$ cat config.mk
export PLATFORM = sky130hd
export DESIGN_NAME = fpu_aux_top
export DESIGN_NICKNAME = d
export VERILOG_FILES = /design/src/rtl/fpu_aux_pkg.sv /design/src/rtl/fpu_aux_top.sv /design/src/rtl/fpu_aux_writeback.sv /design/src/rtl/fpu_float_aux.sv /design/src/rtl/fpu_fmin_fmax.sv /design/src/rtl/fpu_i2f.sv /design/src/rtl/fpu_aux_issue.sv
export SDC_FILE = /design/constraint.sdc
export NUM_CORES = 1
export LEC_CHECK = 0
export BUFFER_PORTS_ARGS = -buffer_cell sky130_fd_sc_hd__buf_2
export CORE_ASPECT_RATIO = 1.2
export CORE_MARGIN = 4
export CORE_UTILIZATION = 30
export CTS_CLUSTER_SIZE = 10
export DETAILED_ROUTE_END_ITERATION = 10
export PLACE_DENSITY_LB_ADDON = 0.2
export SLEW_MARGIN = 40
export SYNTH_ARGS = -nofsm -noshare
export SYNTH_HDL_FRONTEND = slang
export SYNTH_SLANG_ARGS = --single-unit
$ cat constraint.sdc
create_clock -name clk_i -period 6.3 [get_ports clk_i]
set_input_delay 0.63 -clock clk_i [delete_from_list [all_inputs] [get_ports clk_i]]
set_output_delay 0.63 -clock clk_i [all_outputs]
set_load 0.02 [all_outputs]
$ cat src/rtl/fpu_aux_pkg.sv
package fpu_aux_pkg;

  // aux unit operations, other codes unused.
  typedef enum logic [3:0] {
    e_fmin      = 4'd0,
    e_fmax      = 4'd1,
    e_fsgnj     = 4'd2,
    e_fsgnjn    = 4'd3,
    e_fsgnjx    = 4'd4,
    e_fcvt_s_w  = 4'd5,
    e_fcvt_s_wu = 4'd6,
    e_fmv_w_x   = 4'd7
  } fpu_float_op_e;

  // riscv rounding modes. 5 and 6 reserved.
  typedef enum logic [2:0] {
    e_rne = 3'd0,
    e_rtz = 3'd1,
    e_rdn = 3'd2,
    e_rup = 3'd3,
    e_rmm = 3'd4,
    e_dyn = 3'd7
  } frm_e;

  // binary32 layout.
  localparam int exp_width_c = 8;
  localparam int sig_width_c = 23;
  localparam int exp_bias_c  = 127;

  typedef logic [exp_width_c+sig_width_c:0] fp_word_t;
  typedef logic [31:0]                      int_word_t;

  // nv dz of uf nx, top bit down.
  typedef logic [4:0] fflags_t;

  localparam int fflag_nv_c = 4;
  localparam int fflag_dz_c = 3;
  localparam int fflag_of_c = 2;
  localparam int fflag_uf_c = 1;
  localparam int fflag_nx_c = 0;

  localparam fp_word_t canonical_nan_c = 32'h7fc0_0000;

endpackage
$ cat src/rtl/fpu_aux_top.sv
`timescale 1ns/1ns

module fpu_aux_top #(
  parameter int data_width_p = 32
) (
  input  logic                       clk_i,
  input  logic                       arst_n_i,
  input  logic                       v_i,
  input  fpu_aux_pkg::fpu_float_op_e op_i,
  input  fpu_aux_pkg::fp_word_t      rs1_i,
  input  fpu_aux_pkg::fp_word_t      rs2_i,
  input  fpu_aux_pkg::frm_e          rm_i,
  input  fpu_aux_pkg::frm_e          frm_i,
  input  logic                       fflags_clear_i,
  output logic                       v_o,
  output fpu_aux_pkg::fp_word_t      result_o,
  output fpu_aux_pkg::fflags_t       fflags_o,
  output fpu_aux_pkg::fflags_t       fflags_acc_o
);
  import fpu_aux_pkg::*;

  logic          fp_v;
  fpu_float_op_e fp_op;
  fp_word_t      fp_rs1;
  fp_word_t      fp_rs2;
  frm_e          fp_rm;
  logic          aux_v;
  fp_word_t      aux_result;
  fflags_t       aux_fflags;

  fpu_aux_issue issue0 (
    .clk_i    (clk_i),
    .arst_n_i (arst_n_i),
    .v_i      (v_i),
    .op_i     (op_i),
    .rs1_i    (rs1_i),
    .rs2_i    (rs2_i),
    .rm_i     (rm_i),
    .frm_i    (frm_i),
    .v_o      (fp_v),
    .op_o     (fp_op),
    .rs1_o    (fp_rs1),
    .rs2_o    (fp_rs2),
    .rm_o     (fp_rm)
  );

  // combinational stage between the two registers.
  fpu_float_aux #(
    .data_width_p(data_width_p)
  ) aux0 (
    .fp_v_i         (fp_v),
    .fpu_float_op_i (fp_op),
    .fp_rs1_i       (fp_rs1),
    .fp_rs2_i       (fp_rs2),
    .fp_rm_i        (fp_rm),
    .v_o            (aux_v),
    .result_o       (aux_result),
    .fflags_o       (aux_fflags)
  );

  fpu_aux_writeback wb0 (
    .clk_i          (clk_i),
    .arst_n_i       (arst_n_i),
    .v_i            (aux_v),
    .result_i       (aux_result),
    .fflags_i       (aux_fflags),
    .fflags_clear_i (fflags_clear_i),
    .v_o            (v_o),
    .result_o       (result_o),
    .fflags_o       (fflags_o),
    .fflags_acc_o   (fflags_acc_o)
  );

endmodule

$ cat src/rtl/fpu_aux_writeback.sv
`timescale 1ns/1ns

module fpu_aux_writeback (
  input  logic                  clk_i,
  input  logic                  arst_n_i,
  input  logic                  v_i,
  input  fpu_aux_pkg::fp_word_t result_i,
  input  fpu_aux_pkg::fflags_t  fflags_i,
  input  logic                  fflags_clear_i,
  output logic                  v_o,
  output fpu_aux_pkg::fp_word_t result_o,
  output fpu_aux_pkg::fflags_t  fflags_o,
  output fpu_aux_pkg::fflags_t  fflags_acc_o
);

  always_ff @(posedge clk_i or negedge arst_n_i) begin
    if (!arst_n_i) begin
      v_o      <= 1'b0;
      result_o <= '0;
      fflags_o <= '0;
    end else begin
      v_o <= v_i;
      if (v_i) begin
        result_o <= result_i; // held until the next result.
        fflags_o <= fflags_i;
      end
    end
  end

  // sticky accrued flags.
  always_ff @(posedge clk_i or negedge arst_n_i) begin
    if (!arst_n_i) begin
      fflags_acc_o <= '0;
    end else if (fflags_clear_i) begin
      fflags_acc_o <= v_i ? fflags_i : '0; // result in the clear cycle survives.
    end else if (v_i) begin
      fflags_acc_o <= fflags_acc_o | fflags_i;
    end
  end

endmodule

$ cat src/rtl/fpu_float_aux.sv
`timescale 1ns/1ns

module fpu_float_aux #(
  parameter int data_width_p = 32
) (
  input  logic                       fp_v_i,
  input  fpu_aux_pkg::fpu_float_op_e fpu_float_op_i,
  input  fpu_aux_pkg::fp_word_t      fp_rs1_i,
  input  fpu_aux_pkg::fp_word_t      fp_rs2_i,
  input  fpu_aux_pkg::frm_e          fp_rm_i,
  output logic                       v_o,
  output fpu_aux_pkg::fp_word_t      result_o,
  output fpu_aux_pkg::fflags_t       fflags_o
);
  import fpu_aux_pkg::*;

  localparam int sign_bit_lp = exp_width_c + sig_width_c;

  logic      is_fmin;
  logic      is_signed_cvt;
  int_word_t int_src;
  fp_word_t  i2f_result;
  fflags_t   i2f_fflags;
  fp_word_t  minmax_result;
  logic      minmax_invalid;
  fp_word_t  fsgnj_result;

  assign is_fmin       = (fpu_float_op_i == e_fmin);
  assign is_signed_cvt = (fpu_float_op_i == e_fcvt_s_w);
  assign int_src       = int_word_t'(fp_rs1_i); // integer operand rides in rs1.

  fpu_i2f #(
    .data_width_p(data_width_p)
  ) i2f0 (
    .signed_i (is_signed_cvt),
    .int_i    (int_src[data_width_p-1:0]),
    .rm_i     (fp_rm_i),
    .result_o (i2f_result),
    .fflags_o (i2f_fflags)
  );

  fpu_fmin_fmax minmax0 (
    .rs1_i           (fp_rs1_i),
    .rs2_i           (fp_rs2_i),
    .fmin_not_fmax_i (is_fmin),
    .invalid_o       (minmax_invalid),
    .result_o        (minmax_result)
  );

  always_comb begin
    fsgnj_result = fp_rs1_i;
    case (fpu_float_op_i)
      e_fsgnj:  fsgnj_result[sign_bit_lp] = fp_rs2_i[sign_bit_lp];
      e_fsgnjn: fsgnj_result[sign_bit_lp] = ~fp_rs2_i[sign_bit_lp];
      e_fsgnjx: fsgnj_result[sign_bit_lp] = fp_rs1_i[sign_bit_lp] ^ fp_rs2_i[sign_bit_lp];
      default:  fsgnj_result[sign_bit_lp] = fp_rs1_i[sign_bit_lp];
    endcase
  end

  always_comb begin
    v_o      = fp_v_i;
    result_o = '0;
    fflags_o = '0;
    case (fpu_float_op_i)
      e_fmin, e_fmax: begin
        result_o             = minmax_result;
        fflags_o[fflag_nv_c] = minmax_invalid;
      end
      e_fcvt_s_w, e_fcvt_s_wu: begin
        result_o = i2f_result;
        fflags_o = i2f_fflags;
      end
      e_fsgnj, e_fsgnjn, e_fsgnjx: begin
        result_o = fsgnj_result;
      end
      e_fmv_w_x: begin
        result_o = fp_word_t'(int_src); // raw bit copy.
      end
      default: begin
        v_o = 1'b0; // unused opcode.
      end
    endcase
  end

endmodule

$ cat src/rtl/fpu_fmin_fmax.sv
`timescale 1ns/1ns

module fpu_fmin_fmax (
  input  fpu_aux_pkg::fp_word_t rs1_i,
  input  fpu_aux_pkg::fp_word_t rs2_i,
  input  logic                  fmin_not_fmax_i,
  output logic                  invalid_o,
  output fpu_aux_pkg::fp_word_t result_o
);
  import fpu_aux_pkg::*;

  localparam int sign_bit_lp = exp_width_c + sig_width_c;

  logic     a_nan;
  logic     b_nan;
  logic     a_snan;
  logic     b_snan;
  logic     a_sign;
  logic     b_sign;
  logic     mag_lt;
  logic     mag_gt;
  logic     a_lt_b;
  fp_word_t ordered;

  assign a_nan  = (&rs1_i[sig_width_c +: exp_width_c]) & (|rs1_i[sig_width_c-1:0]);
  assign b_nan  = (&rs2_i[sig_width_c +: exp_width_c]) & (|rs2_i[sig_width_c-1:0]);
  assign a_snan = a_nan & ~rs1_i[sig_width_c-1]; // quiet bit clear.
  assign b_snan = b_nan & ~rs2_i[sig_width_c-1];

  assign a_sign = rs1_i[sign_bit_lp];
  assign b_sign = rs2_i[sign_bit_lp];
  assign mag_lt = rs1_i[sign_bit_lp-1:0] < rs2_i[sign_bit_lp-1:0];
  assign mag_gt = rs1_i[sign_bit_lp-1:0] > rs2_i[sign_bit_lp-1:0];

  // sign-magnitude order, -0 below +0.
  assign a_lt_b  = (a_sign != b_sign) ? a_sign : (a_sign ? mag_gt : mag_lt);
  assign ordered = (a_lt_b == fmin_not_fmax_i) ? rs1_i : rs2_i;

  always_comb begin
    if (a_nan && b_nan) begin
      result_o = canonical_nan_c;
    end else if (a_nan) begin
      result_o = rs2_i;
    end else if (b_nan) begin
      result_o = rs1_i;
    end else begin
      result_o = ordered;
    end
  end

  assign invalid_o = a_snan | b_snan; // quiet nans pass silently.

endmodule

$ cat src/rtl/fpu_i2f.sv
`timescale 1ns/1ns

module fpu_i2f #(
  parameter int data_width_p = 32
) (
  input  logic                    signed_i,
  input  logic [data_width_p-1:0] int_i,
  input  fpu_aux_pkg::frm_e       rm_i,
  output fpu_aux_pkg::fp_word_t   result_o,
  output fpu_aux_pkg::fflags_t    fflags_o
);
  import fpu_aux_pkg::*;

  localparam int lz_width_lp  = $clog2(data_width_p) + 1;
  localparam int keep_lp      = sig_width_c + 1; // hidden bit plus fraction.
  localparam int pad_lp       = sig_width_c + 3;
  localparam int ext_width_lp = data_width_p + pad_lp;

  logic                    sign;
  logic [data_width_p-1:0] mag;
  logic                    is_zero;
  logic [lz_width_lp-1:0]  lz;
  logic [data_width_p-1:0] norm;
  logic [ext_width_lp-1:0] norm_ext;
  logic [keep_lp-1:0]      sig;
  logic                    guard;
  logic                    sticky;
  logic                    round_up;
  logic [keep_lp:0]        sig_rnd;
  logic [exp_width_c-1:0]  exp_pre;
  logic [exp_width_c-1:0]  exp_fin;

  assign sign    = signed_i & int_i[data_width_p-1];
  assign mag     = sign ? -int_i : int_i; // most negative value maps to itself.
  assign is_zero = (mag == '0);

  // highest set bit wins.
  always_comb begin
    lz = '0;
    for (int i = 0; i < data_width_p; i++) begin
      if (mag[i]) begin
        lz = lz_width_lp'(data_width_p - 1 - i);
      end
    end
  end

  assign norm     = mag << lz;
  assign norm_ext = {norm, {pad_lp{1'b0}}}; // pad so narrow inputs still slice.
  assign sig      = norm_ext[ext_width_lp-1 -: keep_lp];
  assign guard    = norm_ext[ext_width_lp-1-keep_lp];
  assign sticky   = |norm_ext[ext_width_lp-2-keep_lp:0];

  always_comb begin
    case (rm_i)
      e_rne:   round_up = guard & (sticky | sig[0]);
      e_rdn:   round_up = sign & (guard | sticky);
      e_rup:   round_up = ~sign & (guard | sticky);
      e_rmm:   round_up = guard;
      default: round_up = 1'b0; // rtz.
    endcase
  end

  assign sig_rnd = {1'b0, sig} + (keep_lp + 1)'(round_up);
  assign exp_pre = exp_width_c'(exp_bias_c + data_width_p - 1) - exp_width_c'(lz);
  assign exp_fin = exp_pre + exp_width_c'(sig_rnd[keep_lp]); // carry bumps exponent.

  // fraction is all zero after a carry, so no shift needed.
  assign result_o = is_zero ? '0 : {sign, exp_fin, sig_rnd[sig_width_c-1:0]};

  assign fflags_o[fflag_nv_c] = 1'b0;
  assign fflags_o[fflag_dz_c] = 1'b0;
  assign fflags_o[fflag_of_c] = 1'b0; // integers never reach the float limit.
  assign fflags_o[fflag_uf_c] = 1'b0;
  assign fflags_o[fflag_nx_c] = guard | sticky;

endmodule

$ cat src/rtl/fpu_aux_issue.sv
`timescale 1ns/1ns

module fpu_aux_issue (
  input  logic                       clk_i,
  input  logic                       arst_n_i,
  input  logic                       v_i,
  input  fpu_aux_pkg::fpu_float_op_e op_i,
  input  fpu_aux_pkg::fp_word_t      rs1_i,
  input  fpu_aux_pkg::fp_word_t      rs2_i,
  input  fpu_aux_pkg::frm_e          rm_i,
  input  fpu_aux_pkg::frm_e          frm_i,
  output logic                       v_o,
  output fpu_aux_pkg::fpu_float_op_e op_o,
  output fpu_aux_pkg::fp_word_t      rs1_o,
  output fpu_aux_pkg::fp_word_t      rs2_o,
  output fpu_aux_pkg::frm_e          rm_o
);
  import fpu_aux_pkg::*;

  frm_e rm_res;
  logic is_cvt;
  logic rm_reserved;

  assign rm_res      = (rm_i == e_dyn) ? frm_i : rm_i; // dynamic mode from csr.
  assign is_cvt      = (op_i == e_fcvt_s_w) || (op_i == e_fcvt_s_wu);
  assign rm_reserved = (rm_res > e_rmm);

  // only conversions round, so only they die on a bad mode.
  always_ff @(posedge clk_i or negedge arst_n_i) begin
    if (!arst_n_i) begin
      v_o <= 1'b0;
    end else begin
      v_o <= v_i & ~(is_cvt & rm_reserved);
    end
  end

  always_ff @(posedge clk_i) begin
    if (v_i) begin
      op_o  <= op_i;
      rs1_o <= rs1_i;
      rs2_o <= rs2_i;
      rm_o  <= rm_res;
    end
  end

endmodule

==> results_dict.tcl, run 1 <==
set metrics [dict create \
    slew_viol_final 0 \
    initial_core_util_pct 30.58 \
    worst_r2r_path_depth 28 \
    ff2ff_setup_slack_ns 0.18 \
    num_rows 73 \
    r2r_end "wb0.result_o[27]" \
    cts_made_buffers 9 \
    drc_errors 0 \
    maxCapViolations 0 \
    yosysSeqAreaShare_pct 30.16 \
    die_area_mm2 0.03710 \
    syn_to_final_growth_pct 34.52 \
    synthArstFlopShare_pct 34.86 \
    relSlewSlack_pct 37.92 \
    final_cells 1986 \
    vias 11600 \
    wire_per_inst_um 23.39 \
    ys_warn_count 0 \
    crit_arrival_ns 6.41 \
    fp.coreArea_mm2 0.03343 \
    hold_ws_ns 0.2253 \
    setup_viol 0 \
    via_per_inst 5.842 \
    r2r_start "issue0.rs1_o[17]" \
    power_leakage_nw 5.540 \
    io_pins 121 \
    hold_viol_final 0 \
    drt-pass1-iter-count 5 \
    critPathSlowestCell "or4_4" \
    clkLatencyLatePin_ns 0.38 \
    cts_tree "done" \
    required_ns 6.59 \
    ant_nets 0 \
    diodes 0 \
    grt_use_total_pct 24.31 \
    die_w_um 176.5 \
    clockBufferDepth 2 \
    crit_type "flip-flop to flip-flop" \
    power_frac_clock_pct 18.9 \
    hpwl_um 37570 \
    fin_nets 1645 \
    worst_hold_path_type "primary input to asynchronous set/reset pin" \
    layout_setup_ws_ns 0.1794 \
    total_power_mw 2.903 \
    synth_edf_count 71 \
    crit_fanout 7 \
    antenna_found_initial 0 \
    fin_skew_ns 0.01366 \
    clock-sinks 109 \
    synthCells 1216 \
    gp_congestion 0.9868 \
    cp-end-kind "flip-flop" \
    grt_remaining_overflow 0 \
    yosysUniqueCellTypes 100 \
    slowest_delay_ns 0.54 \
    synth_flop_cell "edfxtp_1" \
    worst_pin_slew_ns 0.9311 \
    layout_common_cells "272 x buf_4, 115 x buf_2, 93 x nor2_1" \
    grt_pass1_vias 11220 \
    fin_crit_sh_pct 97.15 \
    place_area_mm2 0.01312 \
    fmaxAchievable_ghz 0.1634 \
    power_density_mw_per_mm2 211.1 \
    vdd_drop_max_uv 196.1 \
    netSwitchingFraction_pct 40.66 \
    p_switching_mw 1.180 \
    clock_tree.root_cell "clkbuf_16" \
    grt_pass1_wl_um 69120 \
    cts_max_level 3 \
    die-height_um 210.2 \
    pwr-share-seq_pct 32.0 \
    io_buffer_count 114 \
    startpoint_type "flip-flop" \
    netlist_area_mm2 0.01022 \
    synth-seq-cells 109 \
    avgSynthCellArea_um2 8.407 \
    path_clk_slew_ns 0.08 \
    drive_above_1_share_pct 33.66 \
    cpMostUsedCell "buf_4" \
    p_comb_share_pct 49.1 \
    cell_internal_pwr_mw 1.723 \
    finalCriticalPeriod_ns 6.121 \
    layout_commonest_cell "buf_4" \
    dp_cells 1965 \
    grt_max_degree 73 \
    rsz0062_at_grt "true" \
    post-place-ws_ns -0.2706 \
    outcome "finished clean" \
    drtIter0Drc 951 \
    final_area_mm2 0.01375 \
    wl_um 46450 \
]
==> per-stage QoR <==
step,util [%],setup TNS [ns]
3_5_place_dp,39.23,-0.5879
2_1_floorplan,-,0
5_1_grt,41.13,-0.7156
3_3_place_gp,39.19,-0.5452
6_report,41.13,0
4_1_cts,40.21,0
==> Yosys cell counts (all sizes together), types with 7 or more instances <==
master,number,area [µm²]
dfrtp,38,950.9
or2,7,43.79
clkbuf,61,229.0
inv,48,180.2
a31o,7,61.31
or4,8,67.56
xnor2,28,245.2
a21oi,48,240.2
o31ai,12,103.9
xor2,16,140.1
a211oi,25,192.7
o211ai,23,172.7
a22oi,10,80.07
ha,36,450.4
nand2,87,326.6
a31oi,20,140.1
a221oi,21,190.2
a21o,14,105.1
o22a,8,70.07
mux2i,23,230.2
nor3,58,301.5
nor2,97,380.4
a222oi,9,90.09
o21ai,89,452.9
o21a,19,142.6
or3,19,118.9
o221ai,10,87.58
nor4,31,252.7
nand4,33,206.5
a211o,7,61.31
edfxtp,71,2132
a21boi,9,71.32
nand2b,12,75.07
buf,35,196.4
nand3,32,165.2
o22ai,17,106.4
mux2,10,120.1
==> critical path, delay by kind of cell (launching register included) <==
| kind | cells | cell delay (ns) |
|---|---|---|
| adders and majority gates | 3 | 0.54 |
| buffers and inverters | 5 | 0.83 |
| and+or+nand+nor | 11 | 2.49 |
| DFF | 1 | 0.39 |
| AOI/OAI and AO/OA | 8 | 1.49 |
| muxes | 1 | 0.29 |
==> power groups by stage <==
| stage | sequential (mW) | clock (mW) | combinational [mW] |
|---|---|---|---|
| floorplan | 0.981 | 0 | 0.677 |
| global placement | 0.941 | 0 | 1.36 |
| detailed placement | 0.941 | 0 | 1.36 |
| CTS | 0.927 | 0.565 | 1.37 |
| global route | 0.937 | 0.586 | 1.53 |
| finish | 0.928 | 0.549 | 1.43 |
==> per-layer routing <==
metal	part of all wire [%]	wire length, µm	GRT usage, %	vias up
met5	0	0	0	-
met2	47	21860	40.38	520
met3	6.0	2766	3.336	113
met1	41	18950	30.46	5593
met4	6.2	2874	13.40	0
li1	-	-	-	5377
==> state kept, by name (all words and copies together) (netlist names) <==
name	count
issue0.op_o	4
issue0.v_o	1
issue0.rm_o	3
issue0.rs2_o	32
wb0.fflags_o	2
issue0.rs1_o	32
wb0.result_o	32
wb0.fflags_acc_o	2
wb0.v_o	1
==> logic make-up (layout without fill, tap and decap cells) <==
family	Yosys count	in the layout	share of synthesized area, %
AND/OR/NAND/NOR	423	423	21.88
AO/OA/AOI/OAI	425	425	30.35
multiplexers	33	33	3.427
flip-flops	109	109	30.16
XOR/XNOR	44	44	3.770
adder cells (fa/ha/maj)	36	36	4.406
buffers and inverters	145	460	5.961
other	1	6	0.03668
==> repair_timing <==
action,4_1_cts,5_1_grt
gates resized for setup,14,55
pin swaps,4,20
cloned,0,0
hold buffers,0,0
setup buffers,1,5
setup endpoints to repair,7,11
==> worst max-delay path by stage <==
stage,slack (ns),start,depth (start not counted),endpoint
2_1_floorplan,0.02,issue0.rs1_o[13],27,wb0.result_o[26]
3_3_place_gp,-0.20,issue0.rs1_o[0],22,wb0.result_o[27]
3_5_place_dp,-0.27,issue0.rs1_o[1],28,wb0.result_o[27]
4_1_cts,0.007,issue0.rs1_o[17],26,wb0.result_o[27]
5_1_grt,-0.14,issue0.rs1_o[13],26,wb0.result_o[27]
6_report,0.18,issue0.rs1_o[17],28,wb0.result_o[27]
==> final cells by class <==
cell class / instances / area (µm²)
clock buffers: 11 / 232.7
fillers: 3436 / 19680
repair buffers: 395 / 2743
clock inverters: 5 / 36.28
multi-input cells: 967 / 6907
flip-flops and latches: 109 / 3083
inverters: 49 / 186.4
well taps: 450 / 563.0
Note: power is estimated with default switching activity, not from simulation.
==> run 2: changes to the inputs <==
Settings changed: ABC_AREA set to 1.
==> results_dict.tcl, run 2 <==
set metrics [dict create \
    crit_type "flip-flop to flip-flop" \
    die-height_um 202.2 \
    synth_edf_count 71 \
    path_clk_slew_ns 0.08 \
    layout_setup_ws_ns 0.3468 \
    startpoint_type "flip-flop" \
    drc_errors 0 \
    outcome "finished clean" \
    hold_ws_ns 0.2387 \
    die_area_mm2 0.03432 \
    drtIter0Drc 735 \
    cell_internal_pwr_mw 1.567 \
    initial_core_util_pct 30.66 \
    place_area_mm2 0.01088 \
    grt_use_total_pct 20.45 \
    crit_fanout 6 \
    drt-pass1-iter-count 5 \
    post-place-ws_ns 0.02394 \
    wl_um 35650 \
    synth_area_leader_cell "edfxtp_1" \
    netlist_area_mm2 0.009424 \
    grt_remaining_overflow 0 \
    worst_pin_slew_ns 0.7929 \
    pwr-share-seq_pct 34.6 \
    layout_commonest_cell "nand2_1" \
    fin_skew_ns 0.01322 \
    maxCapViolations 0 \
    cts_tree "done" \
    fp.coreArea_mm2 0.03074 \
    setup_viol 0 \
    largest_registers "issue0.rs1_o: 32 flops, issue0.rs2_o: 32 flops, wb0.result_o: 32 flops" \
    fin_crit_sh_pct 94.50 \
    grt_pass1_wl_um 54960 \
    synthArstFlopShare_pct 34.86 \
    clockBufferDepth 2 \
    wire_per_inst_um 18.55 \
    hpwl_um 28860 \
    worst_hold_path_type "primary input to asynchronous set/reset pin" \
    cts_made_buffers 9 \
    slew_viol_final 0 \
    syn_to_final_growth_pct 23.78 \
    yosysMostFrequentCell "nand2_1" \
    fmaxAchievable_ghz 0.1680 \
    total_power_mw 2.704 \
    ant_nets 0 \
    synthTopCellsByCount "308 x nand2_1, 222 x nand3_1, 140 x inv_1" \
    critPathSlowestCell "edfxtp_1" \
    power_frac_clock_pct 21.7 \
    synth-simple-area-share_pct 36.27 \
    p_switching_mw 1.138 \
    yosysUniqueCellTypes 63 \
    ys_warn_count 0 \
    power_leakage_nw 5.380 \
    vdd_drop_max_uv 153.8 \
    slowest_delay_ns 0.46 \
    rsz0062_at_grt "true" \
    final_cells 1922 \
    drive_above_1_share_pct 23.53 \
    io_buffer_count 114 \
    synth_compound_area_share_pct 13.49 \
    netlist_top_cells_area "edfxtp_1 23%, nand2_1 12%, nand3_1 12%, dfrtp_1 10%, inv_1 5.6%" \
    final_area_mm2 0.01166 \
    diodes 0 \
    clock-sinks 109 \
    dp_cells 1885 \
    num_rows 70 \
    synth_top_area_share_pct 22.62 \
    synthCells 1347 \
    grt_max_degree 73 \
    via_per_inst 5.125 \
    antenna_found_initial 0 \
    netSwitchingFraction_pct 42.07 \
    vias 9850 \
    die_w_um 169.8 \
    relSlewSlack_pct 47.09 \
    gp_congestion 0.9189 \
    crit_arrival_ns 6.20 \
    cpMostUsedCell "nand2_1" \
    grt_pass1_vias 9529 \
    muxShareOfSynthArea_pct 0 \
    holdBufCountCts 0 \
    required_ns 6.55 \
    synth_top_family_by_area "simple AND/OR/NAND/NOR gates" \
    clkLatencyLatePin_ns 0.37 \
    synth-seq-cells 109 \
    io_pins 121 \
    synth_flop_cell "edfxtp_1" \
    layout_common_cells "292 x nand2_1, 212 x nand3_1, 136 x inv_1" \
    yosysSeqAreaShare_pct 32.71 \
    fin_nets 1635 \
    cts_max_level 3 \
    hold_viol_final 0 \
    clock_tree.root_cell "clkbuf_16" \
    avgSynthCellArea_um2 6.996 \
    power_density_mw_per_mm2 231.8 \
    p_comb_share_pct 43.6 \
    cp-end-kind "flip-flop" \
    finalCriticalPeriod_ns 5.953 \
    synth_xor_area_share_pct 3.001 \
    synthAdderAreaFrac_pct 4.780 \
]
run 2: cell types whose count changed in the layout (fill, tap and decap cells not counted), moves of 26 or more:
cell | before | now
a21oi_1 | 45 | 91
xnor2_1 | 28 | 2
nand2_1 | 86 | 292
nand3_1 | 26 | 212
inv_1 | 46 | 136
buf_4 | 272 | 96
nor3_1 | 51 | 11
run 2: per-layer routing:
metal / share of wire (%) / global-route usage (%) / up-vias / wire length (µm)
li1: - / - / 4909 / -
met1: 44 / 27.44 / 4589 / 15810
met2: 48 / 34.08 / 297 / 17180
met3: 3.5 / 1.682 / 55 / 1261
met4: 3.9 / 7.995 / 0 / 1398
met5: 0 / 0 / - / 0
run 2: logic make-up after synthesis:
family / after synthesis
adders and majority gates: 36
DFF: 109
AOI/OAI and AO/OA: 220
other: 1
xor gates and xnor gates: 28
buffers and inverters: 220
and+or+nand+nor: 733
run 2: stage by stage:
step                setup TNS (ns)  utilization, %
global route               -0.6723           37.94
floorplan                        0               -
finish                           0           37.94
global placement                 0           35.33
CTS                              0           36.38
detailed placement               0           35.38
run 2: path summary, 6_finish.rpt:
kind | startpoint | end | slack [ns] | cells past startpoint
setup / recovery | issue0.rs1_o[0] | wb0.result_o[27] | 0.35 | 46
hold / removal | arst_n_i | wb0.v_o | 0.24 | 1
setup reg to reg | issue0.rs1_o[0] | wb0.result_o[27] | 0.35 | 46
hold reg to reg | wb0.fflags_acc_o[0] | wb0.fflags_acc_o[0] | 0.48 | 2
max in group asynchronous | arst_n_i | wb0.result_o[28] | 5.64 | 1
min in group clk_i | rs1_i[13] | issue0.rs1_o[13] | 0.43 | 1
run 2: what timing repair did:
item / in CTS / in global routing
buffers inserted: 1 / 18
pin swaps: 0 / 26
gates resized for setup: 0 / 73
endpoints found under the setup margin: 1 / 14
cloned: 0 / 2
run 2: cell type report:
| type | instances | area [µm²] |
|---|---|---|
| fillers | 3282 | 19080 |
| multi-input cells | 1024 | 5753 |
| flip-flops and latches | 109 | 3083 |
| repair buffers | 219 | 1439 |
| inverters | 158 | 595.6 |
| well taps | 396 | 495.5 |
| clock buffers | 9 | 225.2 |
| clock inverters | 7 | 73.82 |
run 2: power groups by stage:
stage	Combinational [mW]	Sequential (mW)	Clock, mW
detailed placement	1.11	0.949	0
global route	1.31	0.945	0.632
global placement	1.11	0.949	0
finish	1.18	0.936	0.588
floorplan	0.650	0.982	0
CTS	1.11	0.935	0.604
run 2: critical path: cells and delay by family (launching register included):
family                   cells  cell delay, ns
AND/OR/NAND/NOR             35            3.37
flip-flops                   1            0.46
buffers and inverters        3            0.36
XOR/XNOR                     1            0.30
AO/OA/AOI/OAI                4            0.81
adder cells (fa/ha/maj)      3            0.49
==> run 3: changes to the inputs <==
Settings changed: GPL_ROUTABILITY_DRIVEN set to 0, SETUP_SLACK_MARGIN set to 0.5.
==> results_dict.tcl, run 3 (synthesis results as in run 2) <==
set metrics [dict create \
    diodes 0 \
    initial_core_util_pct 30.66 \
    worst_r2r_path_depth 52 \
    use_met2_pct 35.09 \
    slew_viol_final 0 \
    finalCriticalPeriod_ns 5.761 \
    die_area_mm2 0.03432 \
    wire_per_inst_um 18.25 \
    startpoint_type "flip-flop" \
    ant_nets 0 \
    grt.met1_usage_pct 26.05 \
    fillers 3221 \
    post-place-ws_ns 0.09225 \
    antenna_found_initial 0 \
    wl_um 35550 \
    setup_viol 0 \
    power_density_mw_per_mm2 223.6 \
    worst_hold_path_type "primary input to asynchronous set/reset pin" \
    vias 10170 \
    layout_setup_ws_ns 0.5386 \
    grt_max_degree 73 \
    worst_pin_slew_ns 0.7082 \
    vdd_drop_max_uv 191.8 \
    rsz0062_at_grt "true" \
    io_buffer_count 114 \
    clock-sinks 109 \
    cts_made_buffers 9 \
    grt_remaining_overflow 0 \
    drt-pass1-iter-count 5 \
    path_clk_slew_ns 0.08 \
    layout_common_cells "283 x nand2_1, 205 x nand3_1, 135 x inv_1" \
    hold_ws_ns 0.3334 \
    cp-end-kind "flip-flop" \
    hpwl_um 27870 \
    cpMostUsedCell "nand2_1" \
    hold_viol_final 0 \
    crit_type "flip-flop to flip-flop" \
    io_pins 121 \
    layout_commonest_cell "nand2_1" \
    outcome "finished clean" \
    clockBufferDepth 2 \
    via_per_inst 5.222 \
    fin_nets 1661 \
    critPathSlowestCell "o21ai_0" \
    drive_above_1_share_pct 27.06 \
    grt_use_total_pct 20.16 \
    die-height_um 202.2 \
    clkLatencyLatePin_ns 0.36 \
    slowest_delay_ns 0.44 \
    fp.coreArea_mm2 0.03074 \
    crit_fanout 4 \
    busiest_layer "met2" \
    drc_errors 0 \
    die_w_um 169.8 \
    grt_pass1_wl_um 54660 \
    cts_max_level 3 \
    num_rows 70 \
    largest_registers "issue0.rs1_o: 32 flops, issue0.rs2_o: 32 flops, wb0.result_o: 32 flops" \
    fmaxAchievable_ghz 0.1736 \
    grtUsageMet3_pct 1.467 \
    maxCapViolations 0 \
    fin_crit_sh_pct 91.45 \
    syn_to_final_growth_pct 28.03 \
    clock_tree.root_cell "clkbuf_16" \
    drtIter0Drc 975 \
    crit_arrival_ns 6.06 \
    power_leakage_nw 5.569 \
    fin_skew_ns 0.008564 \
    finalSetupTns_ns 0 \
    grt_pass1_vias 9636 \
    cts_tree "done" \
    relSlewSlack_pct 52.78 \
    required_ns 6.60 \
]
run 3: changes by cell type in the layout (fill, tap and decap cells not counted), moves of 4 or more:
| cell | delta |
|---|---|
| xor2_1 | -4 |
| nand3_2 | +7 |
| nand3_1 | -7 |
| o21ai_1 | +5 |
| buf_4 | +25 |
| o21ai_0 | -6 |
| nand2_1 | -9 |
| xor2_2 | +5 |
| nand2_4 | +5 |
run 3: repair_timing:
action                     CTS  global route
hold buffers                 0             0
buffers inserted            15            40
gates resized for setup     57            82
gates cloned                 0             1
setup endpoints to repair    8            24
pin swaps                   28            60
run 3: stage by stage:
step	power [mW]	utilization, %	cells	instance area [µm²]
floorplan	1.632	-	1352	9443
global placement	2.033	35.03	1876	10770
detailed placement	2.031	35.07	1876	10780
CTS	2.619	37.18	1907	11430
global route	2.870	39.25	1948	12070
finish	2.698	39.25	1948	12070
run 3: cell type report:
cell class / instances / area [µm²] / area share [%]
timing repair buffer: 245 / 1613 / 13.37
sequential: 109 / 3083 / 25.55
clock buffer: 11 / 232.7 / 1.929
inverter: 158 / 600.6 / 4.978
multi-input combinational: 1024 / 6006 / 49.78
clock inverter: 5 / 35.03 / 0.2904
tap: 396 / 495.5 / 4.107
run 3: report_power, final:
part | switching, mW | internal, mW
clock network | 0.265 | 0.270
registers | 0.0836 | 0.855
logic | 0.800 | 0.424
total | 1.15 | 1.55
run 3: per-layer routing:
metal / vias up / wire (µm) / part of all wire [%]
li1: 4957 / - / -
met1: 4779 / 14780 / 42
met2: 375 / 17600 / 50
met3: 62 / 1825 / 5.1
met4: 0 / 1339 / 3.8
met5: - / 0 / 0
run 3: final timing paths:
check	start	endpoint	slack (ns)
hold / removal	arst_n_i	wb0.result_o[11]	0.33
setup / recovery	issue0.op_o[1]	wb0.result_o[28]	0.54
setup reg to reg	issue0.op_o[1]	wb0.result_o[28]	0.54
hold reg to reg	wb0.fflags_o[0]	wb0.fflags_o[0]	0.49
max in group asynchronous	arst_n_i	wb0.result_o[28]	5.56
min in group clk_i	rs1_i[12]	issue0.rs1_o[12]	0.44
run 3: worst max-delay path: cells and delay by family (launching register included):
kind            cells  cell delay, ns
buf+inv            10            1.30
simple gates       38            2.98
flops               1            0.38
compound gates      3            0.91
fa+ha+maj           1            0.14
